--- src/apu_reg_pkg.sv ---
`default_nettype none

package apu_reg_pkg;

    localparam int ADDR_W = 4;
    localparam int DATA_W = 8;

    localparam logic [ADDR_W-1:0] ADDR_NR10 = 4'd0;   // Sweep.
    localparam logic [ADDR_W-1:0] ADDR_NR11 = 4'd1;   // Duty and length.
    localparam logic [ADDR_W-1:0] ADDR_NR12 = 4'd2;   // Square envelope.
    localparam logic [ADDR_W-1:0] ADDR_NR13 = 4'd3;   // Frequency low.
    localparam logic [ADDR_W-1:0] ADDR_NR14 = 4'd4;   // Trigger, length enable, freq high.
    localparam logic [ADDR_W-1:0] ADDR_NR41 = 4'd8;   // Noise length.
    localparam logic [ADDR_W-1:0] ADDR_NR42 = 4'd9;   // Noise envelope.
    localparam logic [ADDR_W-1:0] ADDR_NR43 = 4'd10;  // Noise clock.
    localparam logic [ADDR_W-1:0] ADDR_NR44 = 4'd11;  // Noise trigger.
    localparam logic [ADDR_W-1:0] ADDR_NR50 = 4'd12;  // Master volume.
    localparam logic [ADDR_W-1:0] ADDR_NR51 = 4'd13;  // Channel enables.

    localparam int FREQ_W     = 11;
    localparam int LEN_W      = 6;
    localparam int VOL_W      = 4;
    localparam int SWP_W      = 3;  // Sweep period and shift.
    localparam int DUTY_W     = 2;
    localparam int ENV_PER_W  = 3;
    localparam int NZ_SHIFT_W = 4;
    localparam int NZ_DIV_W   = 3;
    localparam int MVOL_W     = 3;
    localparam int CH_N       = 2;

endpackage

`default_nettype wire

--- src/apu_timing_pkg.sv ---
`default_nettype none

package apu_timing_pkg;

    localparam int SEQ_DIV   = 64;  // Kept short for simulation.
    localparam int SEQ_STEPS = 8;
    localparam int DIV_W     = $clog2(SEQ_DIV);
    localparam int STEP_W    = $clog2(SEQ_STEPS);

    // One bit per step, bit 0 is step 0.
    localparam logic [SEQ_STEPS-1:0] LEN_STEPS   = 8'b0101_0101;
    localparam logic [SEQ_STEPS-1:0] SWEEP_STEPS = 8'b0100_0100;
    localparam logic [SEQ_STEPS-1:0] ENV_STEPS   = 8'b1000_0000;

    localparam int SAMPLE_W = 8;
    localparam int LEVEL_W  = 4;

    // Noise timer must hold 112 << 15.
    localparam int NZ_TMR_W = 22;

endpackage

`default_nettype wire

--- src/apu_mixer.sv ---
`timescale 1ns/1ps
`default_nettype none

module apu_mixer (
    input  logic                                 system_clock,
    input  logic                                 arst_n,
    input  logic [apu_timing_pkg::LEVEL_W-1:0]   sq_level,
    input  logic [apu_timing_pkg::LEVEL_W-1:0]   nz_level,
    input  logic [apu_reg_pkg::CH_N-1:0]         ch_enable,
    input  logic [apu_reg_pkg::MVOL_W-1:0]       master_vol,
    output logic [apu_timing_pkg::SAMPLE_W-1:0]  sample
);
    import apu_reg_pkg::*;
    import apu_timing_pkg::*;

    logic [LEVEL_W:0]  sum;    // At most 30.
    logic [MVOL_W:0]   scale;  // 1 to 8.
    logic [SAMPLE_W-1:0] mix;

    assign sum   = (ch_enable[0] ? {1'b0, sq_level} : '0)
                 + (ch_enable[1] ? {1'b0, nz_level} : '0);
    assign scale = {1'b0, master_vol} + 1'b1;
    assign mix   = SAMPLE_W'(sum) * SAMPLE_W'(scale);

    always_ff @(posedge system_clock or negedge arst_n) begin
        if (!arst_n) begin
            sample <= '0;
        end else begin
            sample <= mix;
        end
    end

endmodule

`default_nettype wire

--- src/apu_regs.sv ---
`timescale 1ns/1ps
`default_nettype none

module apu_regs (
    input  logic                                  system_clock,
    input  logic                                  arst_n,
    input  logic                                  wr_en,
    input  logic [apu_reg_pkg::ADDR_W-1:0]        wr_addr,
    input  logic [apu_reg_pkg::DATA_W-1:0]        wr_data,
    output logic [apu_reg_pkg::SWP_W-1:0]         sweep_period,
    output logic                                  sweep_down,
    output logic [apu_reg_pkg::SWP_W-1:0]         sweep_shift,
    output logic [apu_reg_pkg::DUTY_W-1:0]        sq_duty,
    output logic [apu_reg_pkg::LEN_W-1:0]         sq_len_load,
    output logic [apu_reg_pkg::VOL_W-1:0]         sq_env_init,
    output logic                                  sq_env_up,
    output logic [apu_reg_pkg::ENV_PER_W-1:0]     sq_env_period,
    output logic [apu_reg_pkg::FREQ_W-1:0]        sq_freq,
    output logic                                  sq_len_en,
    output logic [apu_reg_pkg::LEN_W-1:0]         nz_len_load,
    output logic                                  nz_len_en,
    output logic [apu_reg_pkg::VOL_W-1:0]         nz_env_init,
    output logic                                  nz_env_up,
    output logic [apu_reg_pkg::ENV_PER_W-1:0]     nz_env_period,
    output logic [apu_reg_pkg::NZ_SHIFT_W-1:0]    nz_shift,
    output logic                                  nz_width7,
    output logic [apu_reg_pkg::NZ_DIV_W-1:0]      nz_div,
    output logic [apu_reg_pkg::MVOL_W-1:0]        master_vol,
    output logic [apu_reg_pkg::CH_N-1:0]          ch_enable,
    output logic                                  sq_trig,
    output logic                                  nz_trig
);
    import apu_reg_pkg::*;

    logic trig_wr;

    assign trig_wr = wr_en && wr_data[DATA_W-1];

    always_ff @(posedge system_clock or negedge arst_n) begin
        if (!arst_n) begin
            {sweep_period, sweep_down, sweep_shift} <= '0;
            {sq_duty, sq_len_load, sq_freq, sq_len_en} <= '0;
            {sq_env_init, sq_env_up, sq_env_period} <= '0;
            {nz_len_load, nz_len_en, nz_shift, nz_width7, nz_div} <= '0;
            {nz_env_init, nz_env_up, nz_env_period} <= '0;
            master_vol <= '0;
            ch_enable  <= '0;
            sq_trig    <= 1'b0;
            nz_trig    <= 1'b0;
        end else begin
            sq_trig <= trig_wr && (wr_addr == ADDR_NR14);  // Pulse, not stored.
            nz_trig <= trig_wr && (wr_addr == ADDR_NR44);
            if (wr_en) begin
                case (wr_addr)
                    ADDR_NR10: {sweep_period, sweep_down, sweep_shift} <= wr_data[6:0];
                    ADDR_NR11: {sq_duty, sq_len_load} <= wr_data;
                    ADDR_NR12: {sq_env_init, sq_env_up, sq_env_period} <= wr_data;
                    ADDR_NR13: sq_freq[7:0] <= wr_data;
                    ADDR_NR14: begin
                        sq_len_en     <= wr_data[6];
                        sq_freq[10:8] <= wr_data[2:0];
                    end
                    ADDR_NR41: nz_len_load <= wr_data[LEN_W-1:0];
                    ADDR_NR42: {nz_env_init, nz_env_up, nz_env_period} <= wr_data;
                    ADDR_NR43: {nz_shift, nz_width7, nz_div} <= wr_data;
                    ADDR_NR44: nz_len_en <= wr_data[6];
                    ADDR_NR50: master_vol <= wr_data[MVOL_W-1:0];
                    ADDR_NR51: ch_enable <= wr_data[CH_N-1:0];
                    default: ;
                endcase
            end
        end
    end

endmodule

`default_nettype wire

--- src/apu_top.sv ---
`timescale 1ns/1ps
`default_nettype none

module apu_top (
    input  logic                                 system_clock,
    input  logic                                 arst_n,
    input  logic                                 wr_en,
    input  logic [apu_reg_pkg::ADDR_W-1:0]       wr_addr,
    input  logic [apu_reg_pkg::DATA_W-1:0]       wr_data,
    output logic [apu_timing_pkg::SAMPLE_W-1:0]  sample,
    output logic                                 sq_on,
    output logic                                 nz_on
);
    import apu_reg_pkg::*;
    import apu_timing_pkg::*;

    logic [SWP_W-1:0]      sweep_period, sweep_shift;
    logic                  sweep_down;
    logic [DUTY_W-1:0]     sq_duty;
    logic [LEN_W-1:0]      sq_len_load, nz_len_load;
    logic [VOL_W-1:0]      sq_env_init, nz_env_init;
    logic                  sq_env_up, nz_env_up, sq_len_en, nz_len_en;
    logic [ENV_PER_W-1:0]  sq_env_period, nz_env_period;
    logic [FREQ_W-1:0]     sq_freq;
    logic [NZ_SHIFT_W-1:0] nz_shift;
    logic                  nz_width7;
    logic [NZ_DIV_W-1:0]   nz_div;
    logic [MVOL_W-1:0]     master_vol;
    logic [CH_N-1:0]       ch_enable;
    logic                  sq_trig, nz_trig;
    logic                  len_tick, sweep_tick, env_tick;
    logic [LEVEL_W-1:0]    sq_level, nz_level;

    apu_regs regs_i (.*);

    frame_sequencer seq_i (.*);

    square_channel sq_i (
        .system_clock(system_clock), .arst_n(arst_n), .trig(sq_trig),
        .len_tick(len_tick), .sweep_tick(sweep_tick), .env_tick(env_tick),
        .freq(sq_freq), .duty(sq_duty), .sweep_period(sweep_period),
        .sweep_down(sweep_down), .sweep_shift(sweep_shift), .len_load(sq_len_load),
        .len_en(sq_len_en), .env_init(sq_env_init), .env_up(sq_env_up),
        .env_period(sq_env_period), .level(sq_level), .on(sq_on)
    );

    noise_channel nz_i (
        .system_clock(system_clock), .arst_n(arst_n), .trig(nz_trig),
        .len_tick(len_tick), .env_tick(env_tick), .shift(nz_shift),
        .width7(nz_width7), .div(nz_div), .len_load(nz_len_load),
        .len_en(nz_len_en), .env_init(nz_env_init), .env_up(nz_env_up),
        .env_period(nz_env_period), .level(nz_level), .on(nz_on)
    );

    apu_mixer mix_i (.*);

endmodule

`default_nettype wire

--- src/frame_sequencer.sv ---
`timescale 1ns/1ps
`default_nettype none

module frame_sequencer (
    input  logic system_clock,
    input  logic arst_n,
    output logic len_tick,
    output logic sweep_tick,
    output logic env_tick
);
    import apu_timing_pkg::*;

    logic [DIV_W-1:0]  div_cnt;
    logic [STEP_W-1:0] step;
    logic              step_end;

    assign step_end = (div_cnt == DIV_W'(SEQ_DIV - 1));

    always_ff @(posedge system_clock or negedge arst_n) begin
        if (!arst_n) begin
            div_cnt    <= '0;
            step       <= '0;
            len_tick   <= 1'b0;
            sweep_tick <= 1'b0;
            env_tick   <= 1'b0;
        end else begin
            div_cnt    <= step_end ? '0 : div_cnt + 1'b1;
            len_tick   <= step_end && LEN_STEPS[step];
            sweep_tick <= step_end && SWEEP_STEPS[step];
            env_tick   <= step_end && ENV_STEPS[step];
            if (step_end) begin
                step <= (step == STEP_W'(SEQ_STEPS - 1)) ? '0 : step + 1'b1;
            end
        end
    end

endmodule

`default_nettype wire

--- src/length_envelope.sv ---
`timescale 1ns/1ps
`default_nettype none

module length_envelope (
    input  logic                                 system_clock,
    input  logic                                 arst_n,
    input  logic                                 trig,
    input  logic                                 len_tick,
    input  logic                                 env_tick,
    input  logic [apu_reg_pkg::LEN_W-1:0]        len_load,
    input  logic                                 len_en,
    input  logic [apu_reg_pkg::VOL_W-1:0]        env_init,
    input  logic                                 env_up,
    input  logic [apu_reg_pkg::ENV_PER_W-1:0]    env_period,
    output logic [apu_reg_pkg::VOL_W-1:0]        volume,
    output logic                                 len_expired
);
    import apu_reg_pkg::*;

    logic [LEN_W:0]       len_cnt;  // Holds 1 to 64.
    logic [ENV_PER_W-1:0] env_timer;

    assign len_expired = len_en && (len_cnt == '0);

    always_ff @(posedge system_clock or negedge arst_n) begin
        if (!arst_n) begin
            len_cnt <= '0;
        end else if (trig) begin
            len_cnt <= (LEN_W+1)'(64) - {1'b0, len_load};
        end else if (len_tick && len_en && len_cnt != '0) begin
            len_cnt <= len_cnt - 1'b1;
        end
    end

    always_ff @(posedge system_clock or negedge arst_n) begin
        if (!arst_n) begin
            env_timer <= '0;
            volume    <= '0;
        end else if (trig) begin
            env_timer <= env_period;
            volume    <= env_init;
        end else if (env_tick && env_period != '0) begin
            if (env_timer <= 1) begin
                env_timer <= env_period;
                if (env_up && volume != '1) begin
                    volume <= volume + 1'b1;
                end else if (!env_up && volume != '0) begin
                    volume <= volume - 1'b1;
                end
            end else begin
                env_timer <= env_timer - 1'b1;
            end
        end
    end

endmodule

`default_nettype wire

--- src/noise_channel.sv ---
`timescale 1ns/1ps
`default_nettype none

module noise_channel (
    input  logic                                 system_clock,
    input  logic                                 arst_n,
    input  logic                                 trig,
    input  logic                                 len_tick,
    input  logic                                 env_tick,
    input  logic [apu_reg_pkg::NZ_SHIFT_W-1:0]   shift,
    input  logic                                 width7,
    input  logic [apu_reg_pkg::NZ_DIV_W-1:0]     div,
    input  logic [apu_reg_pkg::LEN_W-1:0]        len_load,
    input  logic                                 len_en,
    input  logic [apu_reg_pkg::VOL_W-1:0]        env_init,
    input  logic                                 env_up,
    input  logic [apu_reg_pkg::ENV_PER_W-1:0]    env_period,
    output logic [apu_timing_pkg::LEVEL_W-1:0]   level,
    output logic                                 on
);
    import apu_reg_pkg::*;
    import apu_timing_pkg::*;

    logic [NZ_TMR_W-1:0] period;
    logic [NZ_TMR_W-1:0] timer;
    logic [14:0]         lfsr;
    logic [14:0]         lfsr_next;
    logic [VOL_W-1:0]    volume;
    logic                len_expired;

    length_envelope len_env_i (
        .system_clock(system_clock), .arst_n(arst_n), .trig(trig),
        .len_tick(len_tick), .env_tick(env_tick), .len_load(len_load),
        .len_en(len_en), .env_init(env_init), .env_up(env_up),
        .env_period(env_period), .volume(volume), .len_expired(len_expired)
    );

    assign period = (div == '0) ? NZ_TMR_W'(8) << shift : NZ_TMR_W'({div, 4'b0}) << shift;

    always_comb begin
        lfsr_next = {lfsr[0] ^ lfsr[1], lfsr[14:1]};
        if (width7) begin
            lfsr_next[6] = lfsr[0] ^ lfsr[1];  // Short 7-bit loop.
        end
    end

    always_ff @(posedge system_clock or negedge arst_n) begin
        if (!arst_n) begin
            timer <= '0;
            lfsr  <= '1;
            on    <= 1'b0;
            level <= '0;
        end else begin
            level <= (on && !lfsr[0]) ? volume : '0;
            if (trig) begin
                timer <= period;
                lfsr  <= '1;
                on    <= 1'b1;
            end else begin
                if (timer <= 1) begin
                    timer <= period;
                    lfsr  <= lfsr_next;
                end else begin
                    timer <= timer - 1'b1;
                end
                if (len_expired) begin
                    on <= 1'b0;
                end
            end
        end
    end

endmodule

`default_nettype wire

--- src/square_channel.sv ---
`timescale 1ns/1ps
`default_nettype none

module square_channel (
    input  logic                                 system_clock,
    input  logic                                 arst_n,
    input  logic                                 trig,
    input  logic                                 len_tick,
    input  logic                                 sweep_tick,
    input  logic                                 env_tick,
    input  logic [apu_reg_pkg::FREQ_W-1:0]       freq,
    input  logic [apu_reg_pkg::DUTY_W-1:0]       duty,
    input  logic [apu_reg_pkg::SWP_W-1:0]        sweep_period,
    input  logic                                 sweep_down,
    input  logic [apu_reg_pkg::SWP_W-1:0]        sweep_shift,
    input  logic [apu_reg_pkg::LEN_W-1:0]        len_load,
    input  logic                                 len_en,
    input  logic [apu_reg_pkg::VOL_W-1:0]        env_init,
    input  logic                                 env_up,
    input  logic [apu_reg_pkg::ENV_PER_W-1:0]    env_period,
    output logic [apu_timing_pkg::LEVEL_W-1:0]   level,
    output logic                                 on
);
    import apu_reg_pkg::*;

    logic [FREQ_W-1:0] shadow;
    logic [FREQ_W:0]   timer;     // Holds up to 2048.
    logic [FREQ_W:0]   sweep_sum;
    logic [SWP_W-1:0]  sweep_timer;
    logic [2:0]        duty_pos;
    logic [7:0]        pattern;
    logic [VOL_W-1:0]  volume;
    logic              len_expired;
    logic              sweep_due;

    length_envelope len_env_i (
        .system_clock(system_clock), .arst_n(arst_n), .trig(trig),
        .len_tick(len_tick), .env_tick(env_tick), .len_load(len_load),
        .len_en(len_en), .env_init(env_init), .env_up(env_up),
        .env_period(env_period), .volume(volume), .len_expired(len_expired)
    );

    always_comb begin
        case (duty)
            2'd0:    pattern = 8'b0000_0001;  // 1 of 8.
            2'd1:    pattern = 8'b1000_0001;
            2'd2:    pattern = 8'b1000_0111;
            default: pattern = 8'b0111_1110;  // 6 of 8.
        endcase
    end

    assign sweep_sum = sweep_down ? {1'b0, shadow} - {1'b0, shadow >> sweep_shift}
                                  : {1'b0, shadow} + {1'b0, shadow >> sweep_shift};
    assign sweep_due = sweep_tick && sweep_period != '0 && sweep_timer <= 1;

    always_ff @(posedge system_clock or negedge arst_n) begin
        if (!arst_n) begin
            {shadow, timer, sweep_timer, duty_pos} <= '0;
            on    <= 1'b0;
            level <= '0;
        end else begin
            level <= (on && pattern[duty_pos]) ? volume : '0;
            if (trig) begin
                shadow      <= freq;
                timer       <= (FREQ_W+1)'(2048) - {1'b0, freq};
                sweep_timer <= sweep_period;
                on          <= 1'b1;
            end else begin
                if (timer <= 1) begin
                    timer    <= (FREQ_W+1)'(2048) - {1'b0, shadow};
                    duty_pos <= duty_pos + 1'b1;
                end else begin
                    timer <= timer - 1'b1;
                end
                if (sweep_tick && sweep_period != '0) begin
                    sweep_timer <= sweep_due ? sweep_period : sweep_timer - 1'b1;
                end
                if (sweep_due && sweep_sum[FREQ_W]) begin
                    on <= 1'b0;  // Frequency overflow.
                end else if (sweep_due && sweep_shift != '0) begin
                    shadow <= sweep_sum[FREQ_W-1:0];
                end
                if (len_expired) begin
                    on <= 1'b0;
                end
            end
        end
    end

endmodule

`default_nettype wire

--- config.mk ---
export PLATFORM = sky130hd
export DESIGN_NAME = apu_top
export DESIGN_NICKNAME = d
export VERILOG_FILES = /design/src/apu_reg_pkg.sv /design/src/apu_timing_pkg.sv /design/src/apu_mixer.sv /design/src/apu_regs.sv /design/src/apu_top.sv /design/src/frame_sequencer.sv /design/src/length_envelope.sv /design/src/noise_channel.sv /design/src/square_channel.sv
export SDC_FILE = /design/constraint.sdc
export NUM_CORES = 1
export LEC_CHECK = 0
export ABC_AREA = 1
export BUFFER_PORTS_ARGS = -buffer_cell sky130_fd_sc_hd__buf_2
export CAP_MARGIN = 20
export CORE_AREA = 2 2 219 221
export DETAILED_ROUTE_END_ITERATION = 6
export DIE_AREA = 0 0 221 223
export GPL_TIMING_DRIVEN = 0
export PLACE_DENSITY = 0.42
export SYNTH_ARGS = -nofsm -noshare
export SYNTH_HDL_FRONTEND = slang
export SYNTH_SLANG_ARGS = --single-unit
--- constraint.sdc ---
create_clock -name system_clock -period 8.1 [get_ports system_clock]
set_input_delay 1.62 -clock system_clock [delete_from_list [all_inputs] [get_ports system_clock]]
set_output_delay 1.62 -clock system_clock [all_outputs]
set_load 0.03 [all_outputs]
==> flow_summary.toml, run 1 <==
[floorplan]
start_util = 0.245
die_y_um = 223
core_area_sq_mm = 0.0471
die-area_sq_mm = 0.0493
num_rows = 80
die_w_um = 221
ios = 25

[layout]
drive_above_1_share = 0.0808
layout_commonest_cell = "nand2_1"
syn_to_final_growth_pct = 13.5
diodes = 0
fin_nets = 1629
nFillCells = 5139
layout_common_cells = "nand2_1 (343), inv_1 (180), o21ai_0 (179), dfrtp_1 (174), nor2_1 (165)"
finalInstanceArea_sq_mm = 0.0131

[sta]
relSlewSlack = 0.289
drv_slew = 0
hold_viol = 0
setup-tns-final_ns = 0
min_period_over_period = 0.489
setup_viol = 0
skew_ns = 0.00898
rsz0062_at_grt = "no"
max_freq_ghz = 0.252
fin_crit_ns = 3.96
worstMarginPinSlew_ns = 1.05

[synthesis]
syn-cell-area_sq_mm = 0.0116
avgSynthCellArea_sq_um = 7.71
ys.flop_type = "dfrtp_1"
synth_edf_count = 0
synth-adder-area-share = 0.0789
synth.mux.area_fraction = 0.000973
synthDistinctLibCells = 52
synth_compound_area_frac = 0.134
synthXorXnorAreaFrac = 0.0530
synth_seq_cells = 189
seq_area_frac_synth = 0.410
synth-async-reset-ratio = 1.00
yosys_warnings = 0
syn_nets = 1583
syn_inst = 1501
synth_top_family_by_area = "simple AND/OR/NAND/NOR gates"
synthSimpleGateAreaFrac = 0.246

[route]
ant_nets = 0
firstDrtPassIters = 5
drc_errors = 0
drt_iter0_markers = 477
avgRoutedWirePerCell_um = 14.1
vias_per_cell = 4.47
vias = 9717
drt-total-wl_um = 30600

[worst_setup_path]
path_depth = 26
cp_slowest_cell = "dfrtp_1"
required_ns = 8.45
crit_type = "register to register"
critPathBufInv = 8
critical_path.top_delay_family = "simple AND/OR/NAND/NOR gates"
end_kind = "register"
crit_arrival_ns = 4.31
worstReg2RegEnd = "sq_i.shadow[9]$_DFFE_PN0P_"
rr_worst_depth = 26
r2r_slack_ns = 4.14
slowest_delay_ns = 0.38
start_kind = "register"
r2r_start = "regs_i.sweep_shift[1]$_DFFE_PN0P_"
crit_end = "sq_i.shadow[9]$_DFFE_PN0P_"
path_max_fanout = 10
cpMostUsedCell = "inv_1"
critPathLaunch = "regs_i.sweep_shift[1]$_DFFE_PN0P_"

[placement]
dp_hpwl_um = 23000
globalplace.congestion = 0.808
port_buffers = 24
dpl_cell_area_sq_mm = 0.0125

[power_and_ir_drop]
power.internal_mw = 2.34
leakage_nw = 6.32
switchingPower_mw = 1.77
power_density_mw_per_mm2 = 313
ir_worst_vdd_mv = 0.164
pwr-share-seq = 0.348
total_power_mw = 4.10
combPwrFrac = 0.436
power.switching_fraction = 0.430
p_clk_frac = 0.216

[clocking]
cts_resized = 0
cts_max_path_buffers = 2
cts_hold_buf = 0
cts.sinks = 189
clock_latency_ns = 0.46
clkTransAtPathRegs_ns = 0.08
cts_post_setup_buffers_inserted = 0
cts_buffers = 17
root_buffer = "clkbuf_16"
tritoncts = "built"
h-tree-depth = 4

[run_status]
status = "finished, final reports clean"

[global_route]
grt_max_degree = 112
grt_antenna_before_repair = 2
grt_usage = 0.129
grt_pass1_wl_um = 51300
grt_pass1_vias = 9875
overflow = 0

[run]
cap_violations = 0

[hold_path]
hold_path.class = "register to register"
## registers in the layout, summed over array words and instances, names as in the netlist, 7 cells and up
register,count
nz_i.timer,22
nz_i.lfsr,15
sq_i.timer,12
regs_i.sq_freq,11
sq_i.shadow,11
mix_i.sample,8
nz_i.len_env_i.len_cnt,7
sq_i.len_env_i.len_cnt,7
## power groups by stage
stage	registers, mW	logic (mW)	clock network (mW)
5_1_grt	1.47	2.10	0.953
2_1_floorplan	1.39	1.40	0
6_report	1.43	1.79	0.887
4_1_cts	1.43	1.81	0.921
3_3_place_gp	1.45	1.79	0
3_5_place_dp	1.45	1.80	0
## stage by stage
step	instances	hold slack, ns	setup WS [ns]	util
detailed placement	2143	0.451	4.15	0.266
finish	2175	0.458	4.14	0.279
CTS	2175	0.462	4.11	0.279
global route	2175	0.486	3.74	0.279
floorplan	1501	0.433	4.60	-
global placement	2140	0.449	1.98	0.264
## worst min path at each step
stage,cells past startpoint,from,endpoint
3_3_place_gp,1,seq_i.div_cnt[0]$_DFF_PN0_,seq_i.div_cnt[0]$_DFF_PN0_
5_1_grt,2,nz_i.lfsr[12]$_DFFE_PN1P_,nz_i.lfsr[12]$_DFFE_PN1P_
4_1_cts,1,seq_i.div_cnt[0]$_DFF_PN0_,seq_i.div_cnt[0]$_DFF_PN0_
2_1_floorplan,1,seq_i.div_cnt[0]$_DFF_PN0_,seq_i.div_cnt[0]$_DFF_PN0_
6_report,1,seq_i.div_cnt[0]$_DFF_PN0_,seq_i.div_cnt[0]$_DFF_PN0_
3_5_place_dp,1,seq_i.div_cnt[0]$_DFF_PN0_,seq_i.div_cnt[0]$_DFF_PN0_
## final cells by class
| class | count | area [sq um] | share of cell area |
|---|---|---|---|
| multi-input combinational | 1090 | 5930 | 0.452 |
| sequential | 189 | 4750 | 0.362 |
| clock buffer | 20 | 457 | 0.0348 |
| clock inverter | 12 | 148 | 0.0112 |
| inverter | 183 | 687 | 0.0523 |
| timing repair buffer | 27 | 189 | 0.0144 |
| tap | 615 | 769 | 0.0586 |
| buffer | 39 | 204 | 0.0155 |
## synth_stat cells, drive strengths merged, types with 2 or more instances
library cell    n  area, sq um
a211oi          3         22.5
a21oi          47          235
a22oi           2         15.0
a31oi          11         68.8
buf            11         95.1
clkbuf         28          109
dfrtp         174         4350
dfstp          15          394
fa             10          200
ha             57          713
inv           183          687
nand2         360         1400
nand3          89          483
nand3b          2         15.0
nand4          12         75.1
nor2          170          656
nor3           23          120
nor4            5         31.3
o211ai         13         97.6
o21ai         180          901
o21bai          2         18.8
o22ai           3         18.8
o31ai           8         60.1
o41ai           4         35.0
or2             8         50.1
xnor2          19          166
xor2           51          447
## metal layers
layer	global-route usage	routed length, um	up-vias	part of all wire
li1	-	-	4977	-
met1	0.171	15100	4620	0.49
met2	0.215	14200	93	0.46
met3	0.0198	758	23	0.025
met4	0.0409	475	4	0.016
met5	0	30	-	0.00098
## cells by family after synthesis
group | Yosys count
and+or+nand+nor | 671
AOI/OAI and AO/OA | 281
muxes | 1
DFF | 189
xor gates and xnor gates | 70
buffers and inverters | 222
adders and majority gates | 67
Note: power is estimated with default switching activity, not from simulation.
==> run 2: changes to the inputs <==
--- a/config.mk
+++ b/config.mk
@@ -5,12 +5,12 @@
 export SDC_FILE = /design/constraint.sdc
 export NUM_CORES = 1
 export LEC_CHECK = 0
-export ABC_AREA = 1
+export ABC_AREA = 0
 export BUFFER_PORTS_ARGS = -buffer_cell sky130_fd_sc_hd__buf_2
 export CAP_MARGIN = 20
-export CORE_AREA = 2 2 219 221
+export CORE_AREA = 2 2 216 218
 export DETAILED_ROUTE_END_ITERATION = 6
-export DIE_AREA = 0 0 221 223
+export DIE_AREA = 0 0 218 220
 export GPL_TIMING_DRIVEN = 0
 export PLACE_DENSITY = 0.42
 export SYNTH_ARGS = -nofsm -noshare
==> constraint.sdc (replaced) <==
create_clock -name system_clock -period 3.91 [get_ports system_clock]
set_input_delay 0.782 -clock system_clock [delete_from_list [all_inputs] [get_ports system_clock]]
set_output_delay 0.782 -clock system_clock [all_outputs]
set_load 0.03 [all_outputs]
==> flow_summary.toml, run 2 <==
[run_status]
status = "finished, violations left"
violations = "negative setup slack"

[floorplan]
num_rows = 79
start_util = 0.246
die-area_sq_mm = 0.0480
core_area_sq_mm = 0.0459
die_w_um = 218
die_y_um = 220
ios = 25

[layout]
fin_cells = 1848
drive_above_1_share = 0.195
finalCoreUtilization = 0.292
reg_top3 = "nz_i.timer (22), nz_i.lfsr (15), sq_i.timer (12)"
layout_common_cells = "dfrtp_1 (171), nand2_1 (98), nor2_1 (79), mux2_2 (64), o21ai_0 (62)"
syn_to_final_growth_pct = 18.6
fin_nets = 1308
top_register = "nz_i.timer"
largest_reg_flops = 22
layout_commonest_cell = "dfrtp_1"

[sta]
hold_viol = 0
layout_setup_ws_ns = -0.108
relSlewSlack = 0.441
worstMarginPinSlew_ns = 0.831
rsz0062_at_grt = "yes"
skew_ns = 0.0117
setup-tns-final_ns = -0.682
fin_crit_ns = 4.02
max_freq_ghz = 0.249
setup_viol = 10
drv_slew = 0
min_period_over_period = 1.03

[synthesis]
syn_nets = 1227
synth_seq_cells = 189
syn_inst = 1145
synthTopCellsByCount = "dfrtp_1 (174), nand2_1 (99), nor2_1 (83)"
synth_top_area_share = 0.386
synth_edf_count = 0
ys.flop_type = "dfrtp_1"
synth.most_common_cell = "dfrtp_1"
syn-cell-area_sq_mm = 0.0113
seq_area_frac_synth = 0.421
synth-async-reset-ratio = 1.00
synthDistinctLibCells = 60
yosys.area.top_type = "dfrtp_1"
synthTopCellsByArea = "dfrtp_1 (39%), mux2_2 (6.5%), ha_1 (6.3%)"
yosys_warnings = 0
avgSynthCellArea_sq_um = 9.85

[power_and_ir_drop]
ir_worst_vdd_mv = 0.248
leakage_nw = 5.64
pwr-share-seq = 0.359
power.internal_mw = 4.98
total_power_mw = 8.16
power_density_mw_per_mm2 = 610
power.switching_fraction = 0.390
combPwrFrac = 0.422
switchingPower_mw = 3.18
p_clk_frac = 0.218

[route]
vias = 8565
drt-total-wl_um = 29400
drc_errors = 0
vias_per_cell = 4.63
firstDrtPassIters = 4
ant_nets = 0
drt_iter0_markers = 490
avgRoutedWirePerCell_um = 15.9

[worst_setup_path]
critical_path.top_delay_family = "compound AO/OA/AOI/OAI gates"
crit_arrival_ns = 4.35
required_ns = 4.24
path_max_fanout = 8
slowest_delay_ns = 0.51
crit_chain = "buf_6, mux4_2, mux2_4, inv_4, ha_4, and3_4, a21oi_2, xor2_1, ha_1, a21o_1, a21oi_2, buf_4, a21oi_4, a41oi_2, buf_4, xor2_4, buf_6, nor4_2, a221o_1"
crit_type = "register to register"
end_kind = "register"
start_kind = "register"
cp_slowest_cell = "mux4_2"
critPathBufInv = 5

[global_route]
grt_usage = 0.127
grt_pass1_wl_um = 47300
grt_antenna_before_repair = 6
grt_pass1_vias = 8503
overflow = 0
grt_max_degree = 115

[clocking]
clock_latency_ns = 0.46
tritoncts = "built"
cts.sinks = 189
cts_max_path_buffers = 2
h-tree-depth = 4
clkTransAtPathRegs_ns = 0.08
cts_buffers = 17
cts_hold_buf = 0
root_buffer = "clkbuf_16"

[placement]
placedCellCount = 1777
dp_hpwl_um = 20700
port_buffers = 22
globalplace.congestion = 0.816

[run]
cap_violations = 0

[hold_path]
hold_path.class = "input pin to async pin"
run 2: area by class of cell:
type | instances | area, sq um
antenna | 2 | 5.00
buffer | 45 | 210
clock buffer | 17 | 425
clock inverter | 15 | 166
fill | 4886 | 32500
inverter | 46 | 175
multi-input combinational | 863 | 6420
sequential | 189 | 4750
tap | 607 | 759
timing repair buffer | 64 | 455
run 2: metrics by stage:
stage | hold slack [ns] | instance area [sq um] | setup WS [ns]
5_1_grt | 0.358 | 13400 | -0.231
2_1_floorplan | 0.448 | 11300 | 0.0163
6_report | 0.324 | 13400 | -0.108
3_5_place_dp | 0.474 | 12200 | -0.621
3_3_place_gp | 0.469 | 12200 | -1.45
4_1_cts | 0.337 | 13200 | -0.100
run 2: cell families (layout without fill, tap and decap cells):
group           count (synthesis)  count (layout)  share of synthesized area
buf+inv                        93             187                     0.0322
compound gates                217             217                      0.119
xor+xnor                      100             100                     0.0783
mux                            89              89                     0.0952
other cells                     0               2                          0
simple gates                  390             390                      0.174
fa+ha+maj                      67              67                     0.0810
flops                         189             189                      0.421
run 2: routing by layer:
layer	track usage	vias up	wire [um]
met4	0.0333	6	317
met3	0.0258	24	914
met5	0	-	40
met2	0.196	94	13200
li1	-	4210	-
met1	0.179	4231	14900
run 2: what timing repair did:
action                     4_1_cts  5_1_grt
gates resized for setup         55       16
setup buffers                   29        9
gates cloned                     1        0
pin swaps                       18       15
setup endpoints to repair       12       13
run 2: path summary, 6_finish.rpt:
| kind | start | cells after the start | slack (ns) | end |
|---|---|---|---|---|
| max in group asynchronous | arst_n | 2 | 2.57 | nz_i.len_env_i.len_cnt[2]$_DFFE_PN0P_ |
| worst min register to register | regs_i.nz_env_init[0]$_DFFE_PN0P_ | 2 | 0.49 | nz_i.len_env_i.volume[0]$_DFFE_PN0P_ |
| worst max register to register | regs_i.sweep_shift[0]$_DFFE_PN0P_ | 19 | -0.11 | sq_i.shadow[9]$_DFFE_PN0P_ |
| worst min-delay path | arst_n | 1 | 0.32 | mix_i.sample[3]$_DFF_PN0_ |
| worst max-delay path | regs_i.sweep_shift[0]$_DFFE_PN0P_ | 19 | -0.11 | sq_i.shadow[9]$_DFFE_PN0P_ |
| min in group system_clock | regs_i.nz_env_init[0]$_DFFE_PN0P_ | 2 | 0.49 | nz_i.len_env_i.volume[0]$_DFFE_PN0P_ |
run 2: power groups by stage:
stage | Clock, mW | Combinational [mW] | Sequential, mW
6_report | 1.78 | 3.45 | 2.93
5_1_grt | 1.92 | 3.84 | 3.01
4_1_cts | 1.84 | 3.33 | 2.93
3_5_place_dp | 0 | 2.90 | 2.97
3_3_place_gp | 0 | 2.88 | 2.96
2_1_floorplan | 0 | 2.25 | 2.84
